[config.mk]
export PLATFORM = sky130hd
export DESIGN_NAME = ring_node
export DESIGN_NICKNAME = d
export VERILOG_FILES = /design/src/ring_cfg_pkg.sv /design/src/flit_pkg.sv /design/src/flit_if.sv /design/src/ring_demux.sv /design/src/inject_fifo.sv /design/src/ring_mux.sv /design/src/ring_node.sv
export SDC_FILE = /design/constraint.sdc
export NUM_CORES = 1
export LEC_CHECK = 0
export BUFFER_PORTS_ARGS = -buffer_cell sky130_fd_sc_hd__buf_2
export CAP_MARGIN = 20
export CORE_MARGIN = 2
export CORE_UTILIZATION = 60
export CTS_BUF_LIST = sky130_fd_sc_hd__clkbuf_2
export DETAILED_ROUTE_END_ITERATION = 8
export GPL_TIMING_DRIVEN = 0
export PLACE_DENSITY_LB_ADDON = 0.12
export SLEW_MARGIN = 20
export SYNTH_ARGS = -nofsm -noshare
export SYNTH_HDL_FRONTEND = slang
export SYNTH_SLANG_ARGS = --single-unit
[constraint.sdc]
create_clock -name clk -period 5.7 [get_ports clk]
set_input_delay 1.14 -clock clk [delete_from_list [all_inputs] [get_ports clk]]
set_output_delay 1.14 -clock clk [all_outputs]
set_load 0.01 [all_outputs]
[src/ring_cfg_pkg.sv]
/*
  Ring-wide constants
  Flit and node ID widths, header payload width
  Default values for the ring node parameters
*/
`default_nettype none

package ring_cfg_pkg;

  ////////////////////////////////////////////////////////////
  // Link widths
  ////////////////////////////////////////////////////////////
  localparam int unsigned FLIT_W    = 32;   // One flit on every link
  localparam int unsigned NODE_ID_W = 8;    // Dest and source IDs
  localparam int unsigned HDR_PLD_W = FLIT_W - 2 * NODE_ID_W; // Header payload bits

  ////////////////////////////////////////////////////////////
  // Node defaults
  ////////////////////////////////////////////////////////////
  localparam int unsigned DEF_NODE_ID    = 3;  // Address of this node
  localparam int unsigned DEF_FIFO_DEPTH = 4;  // Power of two, 2 or more

endpackage

`default_nettype wire

[src/flit_pkg.sv]
/*
  Flit format types
  Header struct with destination, source and payload fields
  Packed union giving a header view and a raw view of one flit
*/
`default_nettype none

package flit_pkg;

  import ring_cfg_pkg::*;

  ////////////////////////////////////////////////////////////
  // Header flit layout
  ////////////////////////////////////////////////////////////
  // First flit of a worm, MSB first
  typedef struct packed {
    logic [NODE_ID_W-1:0] dst;  // Bits 31..24
    logic [NODE_ID_W-1:0] src;  // Bits 23..16
    logic [HDR_PLD_W-1:0] pld;  // Bits 15..0
  } flit_hdr_t;

  ////////////////////////////////////////////////////////////
  // One flit, two readings
  ////////////////////////////////////////////////////////////
  // Demux decodes hdr on the first flit
  // FIFO and mux only ever move raw
  typedef union packed {
    flit_hdr_t         hdr;  // Header view
    logic [FLIT_W-1:0] raw;  // Body flits and transport
  } flit_t;

endpackage

`default_nettype wire

[src/flit_if.sv]
/*
  One valid/ready flit link
  Data, last, valid and ready with source and sink modports
*/
`default_nettype none

interface flit_if;

  import flit_pkg::*;

  flit_t data;   // Current flit
  logic  last;   // Final flit of the worm
  logic  valid;  // Source has a flit
  logic  ready;  // Sink takes it this cycle

  // Driving side of the link
  modport src (output data, output last, output valid, input ready);

  // Receiving side
  modport dst (input data, input last, input valid, output ready);

endinterface

`default_nettype wire

[src/ring_demux.sv]
/*
  Ring input demultiplexer
  Decodes the header flit of each upstream worm
  Steers the whole worm to the eject port or to pass-through
*/
`default_nettype none

module ring_demux #(
  parameter int unsigned NODE_ID = ring_cfg_pkg::DEF_NODE_ID
) (
  input  wire logic          clk,
  input  wire logic          rst,

  // Upstream ring
  input  wire flit_pkg::flit_t in_data,
  input  wire logic          in_last,
  input  wire logic          in_valid,
  output logic               in_ready,

  // Local eject
  output flit_pkg::flit_t    eject_data,
  output logic               eject_last,
  output logic               eject_valid,
  input  wire logic          eject_ready,

  // Pass-through toward the mux
  flit_if.src                pass_o
);

  import ring_cfg_pkg::*;

  ////////////////////////////////////////////////////////////
  // Worm state
  ////////////////////////////////////////////////////////////
  localparam logic [1:0] W_IDLE  = 2'd0;  // Next flit is a header
  localparam logic [1:0] W_EJECT = 2'd1;  // Worm open toward eject
  localparam logic [1:0] W_PASS  = 2'd2;  // Worm open toward pass

  logic [1:0] worm;
  logic [1:0] worm_nxt;
  logic       hdr_hit;    // Header names this node
  logic       sel_eject;  // Current flit goes to eject
  logic       in_fire;

  // Only meaningful on a header flit
  assign hdr_hit = (in_data.hdr.dst == NODE_ID_W'(NODE_ID));

  // Live decode when idle, held choice inside a worm
  assign sel_eject = (worm == W_IDLE) ? hdr_hit : (worm == W_EJECT);

  ////////////////////////////////////////////////////////////
  // Steering, zero latency
  ////////////////////////////////////////////////////////////
  assign eject_data   = in_data;
  assign eject_last   = in_last;
  assign eject_valid  = in_valid & sel_eject;

  assign pass_o.data  = in_data;
  assign pass_o.last  = in_last;
  assign pass_o.valid = in_valid & ~sel_eject;

  assign in_ready = sel_eject ? eject_ready : pass_o.ready;  // Selected sink only
  assign in_fire  = in_valid & in_ready;

  ////////////////////////////////////////////////////////////
  // Worm lock
  ////////////////////////////////////////////////////////////
  always_comb begin
    worm_nxt = worm;
    if (worm == W_IDLE) begin
      // Single-flit worm taken now needs no lock
      if (in_valid && !(in_last && in_ready)) begin
        worm_nxt = sel_eject ? W_EJECT : W_PASS;
      end
    end else if (in_fire && in_last) begin
      worm_nxt = W_IDLE;  // Tail gone
    end
  end

  always_ff @(posedge clk) begin
    if (rst) begin
      worm <= W_IDLE;
    end else begin
      worm <= worm_nxt;
    end
  end

endmodule

`default_nettype wire

[src/inject_fifo.sv]
/*
  Local injection FIFO
  Circular buffer of flits with their last bits
  Simultaneous write and read, head shown whenever not empty
*/
`default_nettype none

module inject_fifo #(
  parameter int unsigned FIFO_DEPTH = ring_cfg_pkg::DEF_FIFO_DEPTH
) (
  input  wire logic            clk,
  input  wire logic            rst,

  // Local endpoint side
  input  wire flit_pkg::flit_t wr_data,
  input  wire logic            wr_last,
  input  wire logic            wr_valid,
  output logic                 wr_ready,

  // Toward the ring mux
  flit_if.src                  rd_o
);

  import flit_pkg::*;

  localparam int unsigned PTR_W = $clog2(FIFO_DEPTH);      // Depth is a power of two
  localparam int unsigned CNT_W = $clog2(FIFO_DEPTH + 1);  // Holds 0..FIFO_DEPTH

  ////////////////////////////////////////////////////////////
  // Storage
  ////////////////////////////////////////////////////////////
  flit_t mem_data [FIFO_DEPTH];
  logic  mem_last [FIFO_DEPTH];

  logic [PTR_W-1:0] wr_ptr;
  logic [PTR_W-1:0] rd_ptr;
  logic [CNT_W-1:0] count;  // Flits held
  logic             wr_fire;
  logic             rd_fire;

  assign wr_ready = (count != CNT_W'(FIFO_DEPTH));  // Low when full
  assign wr_fire  = wr_valid & wr_ready;

  // Head entry straight from the array
  assign rd_o.valid = (count != '0);
  assign rd_o.data  = mem_data[rd_ptr];
  assign rd_o.last  = mem_last[rd_ptr];
  assign rd_fire    = rd_o.valid & rd_o.ready;

  always_ff @(posedge clk) begin
    if (wr_fire) begin
      mem_data[wr_ptr] <= wr_data;
      mem_last[wr_ptr] <= wr_last;
    end
  end

  ////////////////////////////////////////////////////////////
  // Pointers and occupancy
  ////////////////////////////////////////////////////////////
  always_ff @(posedge clk) begin
    if (rst) begin
      wr_ptr <= '0;
      rd_ptr <= '0;
      count  <= '0;
    end else begin
      if (wr_fire) begin
        wr_ptr <= wr_ptr + 1'b1;  // Wraps at depth
      end
      if (rd_fire) begin
        rd_ptr <= rd_ptr + 1'b1;
      end
      case ({wr_fire, rd_fire})
        2'b10:   count <= count + 1'b1;
        2'b01:   count <= count - 1'b1;
        default: count <= count;  // Both or neither
      endcase
    end
  end

endmodule

`default_nettype wire

[src/ring_mux.sv]
/*
  Ring output multiplexer
  Wormhole arbiter merging pass-through and injected worms
  Pass traffic first at worm boundaries, lock until the tail
*/
`default_nettype none

module ring_mux (
  input  wire logic clk,
  input  wire logic rst,

  flit_if.dst       pass_i,  // From the demux
  flit_if.dst       inj_i,   // From the injection FIFO

  // Downstream ring
  output flit_pkg::flit_t out_data,
  output logic            out_last,
  output logic            out_valid,
  input  wire logic       out_ready
);

  ////////////////////////////////////////////////////////////
  // Grant state
  ////////////////////////////////////////////////////////////
  localparam logic [1:0] NO_WORM  = 2'd0;
  localparam logic [1:0] WORM_PAS = 2'd1;  // Locked to pass
  localparam logic [1:0] WORM_INJ = 2'd2;  // Locked to inject

  logic [1:0] state;
  logic [1:0] state_nxt;

  always_ff @(posedge clk) begin
    if (rst) begin
      state <= NO_WORM;
    end else begin
      state <= state_nxt;
    end
  end

  ////////////////////////////////////////////////////////////
  // Arbitration and forwarding
  ////////////////////////////////////////////////////////////
  always_comb begin
    state_nxt    = state;
    out_valid    = 1'b0;
    out_data     = pass_i.data;  // Don't care while invalid
    out_last     = pass_i.last;
    pass_i.ready = 1'b0;
    inj_i.ready  = 1'b0;

    case (state)
      NO_WORM: begin
        if (pass_i.valid) begin
          // Ring traffic wins
          out_valid    = 1'b1;
          pass_i.ready = out_ready;
          if (out_ready && !pass_i.last) begin
            state_nxt = WORM_PAS;
          end
        end else if (inj_i.valid) begin
          out_data    = inj_i.data;
          out_last    = inj_i.last;
          out_valid   = 1'b1;
          inj_i.ready = out_ready;
          if (out_ready && !inj_i.last) begin
            state_nxt = WORM_INJ;
          end
        end
      end
      WORM_PAS: begin
        out_valid    = pass_i.valid;
        pass_i.ready = out_ready;
        if (pass_i.valid && out_ready && pass_i.last) begin
          state_nxt = NO_WORM;  // Tail accepted
        end
      end
      WORM_INJ: begin
        out_data    = inj_i.data;
        out_last    = inj_i.last;
        out_valid   = inj_i.valid;
        inj_i.ready = out_ready;
        if (inj_i.valid && out_ready && inj_i.last) begin
          state_nxt = NO_WORM;
        end
      end
      default: begin
        state_nxt = NO_WORM;  // Unused code
      end
    endcase
  end

endmodule

`default_nettype wire

[src/ring_node.sv]
/*
  Ring node top level
  Demux for ejection, FIFO for local injection, mux onto the ring
*/
`default_nettype none

module ring_node #(
  parameter int unsigned NODE_ID    = ring_cfg_pkg::DEF_NODE_ID,
  parameter int unsigned FIFO_DEPTH = ring_cfg_pkg::DEF_FIFO_DEPTH
) (
  input  wire logic                            clk,
  input  wire logic                            rst,

  // Upstream ring
  input  wire logic [ring_cfg_pkg::FLIT_W-1:0] ring_in_data,
  input  wire logic                            ring_in_last,
  input  wire logic                            ring_in_valid,
  output logic                                 ring_in_ready,

  // Downstream ring
  output logic [ring_cfg_pkg::FLIT_W-1:0]      ring_out_data,
  output logic                                 ring_out_last,
  output logic                                 ring_out_valid,
  input  wire logic                            ring_out_ready,

  // Local injection
  input  wire logic [ring_cfg_pkg::FLIT_W-1:0] local_in_data,
  input  wire logic                            local_in_last,
  input  wire logic                            local_in_valid,
  output logic                                 local_in_ready,

  // Local ejection
  output logic [ring_cfg_pkg::FLIT_W-1:0]      eject_data,
  output logic                                 eject_last,
  output logic                                 eject_valid,
  input  wire logic                            eject_ready
);

  ////////////////////////////////////////////////////////////
  // Internal links
  ////////////////////////////////////////////////////////////
  flit_if pass_if ();  // Demux to mux
  flit_if inj_if ();   // FIFO to mux

  ring_demux #(
    .NODE_ID     (NODE_ID)
  ) demux_i (
    .clk         (clk),
    .rst         (rst),
    .in_data     (ring_in_data),
    .in_last     (ring_in_last),
    .in_valid    (ring_in_valid),
    .in_ready    (ring_in_ready),
    .eject_data  (eject_data),
    .eject_last  (eject_last),
    .eject_valid (eject_valid),
    .eject_ready (eject_ready),
    .pass_o      (pass_if)
  );

  inject_fifo #(
    .FIFO_DEPTH (FIFO_DEPTH)
  ) fifo_i (
    .clk        (clk),
    .rst        (rst),
    .wr_data    (local_in_data),
    .wr_last    (local_in_last),
    .wr_valid   (local_in_valid),
    .wr_ready   (local_in_ready),
    .rd_o       (inj_if)
  );

  ring_mux mux_i (
    .clk       (clk),
    .rst       (rst),
    .pass_i    (pass_if),
    .inj_i     (inj_if),
    .out_data  (ring_out_data),
    .out_last  (ring_out_last),
    .out_valid (ring_out_valid),
    .out_ready (ring_out_ready)
  );

endmodule

`default_nettype wire

==> summary.txt <==
Critical path
  • WP data arrival: 2.82 ns
  • Most frequent CP cell: buf_2
  • Max incr delay on CP: 0.32 ns
  • Critical path's top delay family: compound AO/OA/AOI/OAI gates
  • Crit path to: ring_out_last
  • Worst Path Required: 4.56 ns
  • R2r endpoint: fifo_i.count[2]
  • Worst R2R Setup Slack: 3.13 ns
  • Setup crit end kind: output port
  • Reg2reg start: mux_i.state[1]
  • Slowest CP cell: mux2_4
  • FF-to-FF path depth: 9
  • Crit-path cells: buf_2, and4bb_1, a21oi_4, a2bb2oi_4, buf_6, mux2_4, buf_2
  • Setup CP Type: input pin to output port
  • Crit path launch type: input pin
  • Critical path depth: 7
  • CP Buf/Inv Count: 3
  • CP startpoint: ring_in_data[27]
  • Max FO, Critical Path: 10

Cells and area
  • Net count, final: 581
  • Share of layout cells above drive strength 1: 56.4%
  • # diodes: 0
  • Finished Cell Area: 7560 um2
  • Multi-input logic area: 1750 um2
  • Sequential cell area: 4220 um2
  • Core Util, Final: 73.6%
  • Fillcell total: 690
  • Layout area overhead: 19.1%

Synth
  • Synth area leaders: edfxtp_1 (62%), mux4_2 (12%), mux2_4 (7.1%)
  • Post-synthesis async set-or-reset flop share: 0%
  • Syn Area/Cell: 18.7 um2
  • Commonest cells post-synth: edfxtp_1 (132), buf_4 (33), mux4_2 (33)
  • Cell variety after synth: 45
  • Syn Std Cell Area: 6350 um2
  • Yosys top cell by area: edfxtp_1
  • Seq cells post-synth: 145
  • Synth top area share: 62.5%
  • Cell with the most instances after synthesis: edfxtp_1
  • Post-synthesis cell count: 339
  • Number of enable flip-flop cells after synthesis: 132
  • Top_reg_cell synth: edfxtp_1
  • Part of the Yosys area used for sequential elements: 66.6%
  • Synth Net Count: 417
  • Synth warnings: 0

STA
  • Final Critical Period: 3.96 ns
  • Clk_skew: 0.0407 ns
  • RSZ-0062 raised after global routing: no
  • Crit share post-route: 69.4%
  • Fin. max-slew vios: 0
  • Final worst slack: 1.74 ns
  • Setup Viol. Count Final: 0
  • Worst-margin pin slew: 0.602 ns
  • Hold slack: 0.516 ns
  • Fmax: 0.253 GHz
  • Max transition margin: 59.9%
  • Setup TNS: 0 ns
  • Hold Vio Cnt, Final: 0

Routing
  • WL final: 11.8 mm
  • # DRC: 0
  • Router iterations before antenna repair: 4
  • Post-DRT Antenna Nets: 0
  • DR vias: 3548
  • DRT iter0 DRCs: 191
  • Drt wl/cell: 18.1 um
  • Drt via density: 5.44

Placement
  • PortBufs: 141
  • RD Place Congestion: 0.820
  • DP HPWL: 8.25 mm
  • Pre-CTS setup slack: 1.73 ns
  • Area of placed instances: 7310 um2

Flow run
  • Max_cap viols: 0

Global route
  • Initial antenna violation count: 1
  • Total grt overflow: 0
  • GRT Resource Usage Total: 21.6%
  • Vias in the first global route: 3578
  • Wire length of the first global-routing pass: 17.9 mm
  • Largest net degree at the start of global routing: 22

Clock network
  • Post-CTS setup repair buffer count: 0
  • CTS clk-pin slew, worst paths: 0.21 ns
  • Clock Latency Late Sink: 0.68 ns
  • CTS-repair resized insts: 0
  • H-tree lvl count: 4
  • Clk buf depth: 2
  • CTS tree: done
  • CTS Hold Bufs: 0
  • CTS Sinks: 145
  • CTS buffer count: 17
  • Root buffer cell: clkbuf_2

Floorplanning
  • Die W: 107 um
  • Full die area: 11400 um2
  • Ports: 142
  • Core ar.: 10300 um2
  • Row Count: 37
  • Die Y-Extent: 107 um
  • Initial Util: 61.7%

Power and ir drop
  • Lkg Pwr: 2.95 nW
  • PwrDens: 311 nW/um2
  • Worst vdd ir: 0.000195 V

Status
  • Outcome: complete, no violations

Min path
  • HP Class: flip-flop to flip-flop
## placed cells by master (no fill, tap or decap), types with 2 or more instances in the layout
cell and n:
xor2_1 2, mux2i_1 2, a21oi_1 6, edfxtp_1 132, clkbuf_2 17, mux2_4 30
mux4_2 33, nor2b_1 2, buf_6 3, o21ai_1 2, nand3_1 2, and3_2 4
nor2_1 9, ha_1 5, or3_1 4, inv_8 5, inv_1 12, inv_6 7
mux2_1 2, buf_4 33, dfxtp_1 13, nand2_1 5, clkbuf_1 5, nor3_1 3
buf_12 3, buf_2 145, o21ai_0 4
## tightest hold or removal path, stage by stage, from the launching register on
cell     delay [ns]
dfxtp_1        0.38
nand2_1        0.06
a21oi_1        0.06
## cells by family after synthesis
logic type                 Yosys count  synth area share [%]
AOI/OAI and AO/OA                   22                  2.86
and+or+nand+nor                     36                  3.33
buffers and inverters               59                  5.88
xor gates and xnor gates             3                 0.414
adders and majority gates            6                  1.30
DFF                                145                  66.6
muxes                               68                  19.7
## sequential cells by signal, summed over array words and instances, names as in the netlist, named ones only
signal           cells
demux_i.worm         2
fifo_i.rd_ptr        2
fifo_i.count         3
fifo_i.mem_data    128
fifo_i.mem_last      4
mux_i.state          2
fifo_i.wr_ptr        2
## routing by layer
metal	GRT usage, %	share of wire [%]	vias to the layer above	wire (um)
li1	-	-	1651	-
met1	25.5	39	1751	4560
met2	38.6	54	136	6370
met3	6.44	6.6	8	779
met4	5.57	0.48	2	56
met5	0	0.11	-	13
## metrics by stage
step / power (mW) / std cells
2_1_floorplan: 1.62 / 339
3_3_place_gp: 1.77 / 616
3_5_place_dp: 1.80 / 620
4_1_cts: 2.38 / 652
5_1_grt: 2.45 / 652
6_report: 2.35 / 652
## how the worst min path moves through the flow
| stage | start | endpoint | slack, ns | depth (start not counted) |
|---|---|---|---|---|
| 2_1_floorplan | fifo_i.wr_ptr[1] | fifo_i.wr_ptr[1] | 0.47 | 2 |
| 3_3_place_gp | fifo_i.wr_ptr[1] | fifo_i.wr_ptr[1] | 0.49 | 2 |
| 3_5_place_dp | fifo_i.count[2] | fifo_i.count[2] | 0.50 | 2 |
| 4_1_cts | fifo_i.wr_ptr[1] | fifo_i.wr_ptr[1] | 0.52 | 2 |
| 5_1_grt | fifo_i.wr_ptr[1] | fifo_i.wr_ptr[1] | 0.56 | 2 |
| 6_report | fifo_i.wr_ptr[1] | fifo_i.wr_ptr[1] | 0.52 | 2 |
## area by class of cell
type                       instances  share of cell area [%]
tap                              136                    2.25
sequential                       145                    55.9
timing repair buffer             145                    10.5
clock buffer                      17                    1.13
buffer                            46                    4.29
inverter                          13                   0.645
clock inverter                    15                    2.12
multi-input combinational        135                    23.2
## power breakdown
| part | switching [mW] | internal [mW] |
|---|---|---|
| logic | 0.246 | 0.269 |
| registers | 0.0213 | 1.23 |
| clock network | 0.404 | 0.183 |
| total | 0.671 | 1.68 |
No activity file was read; power rests on OpenSTA's default activity.
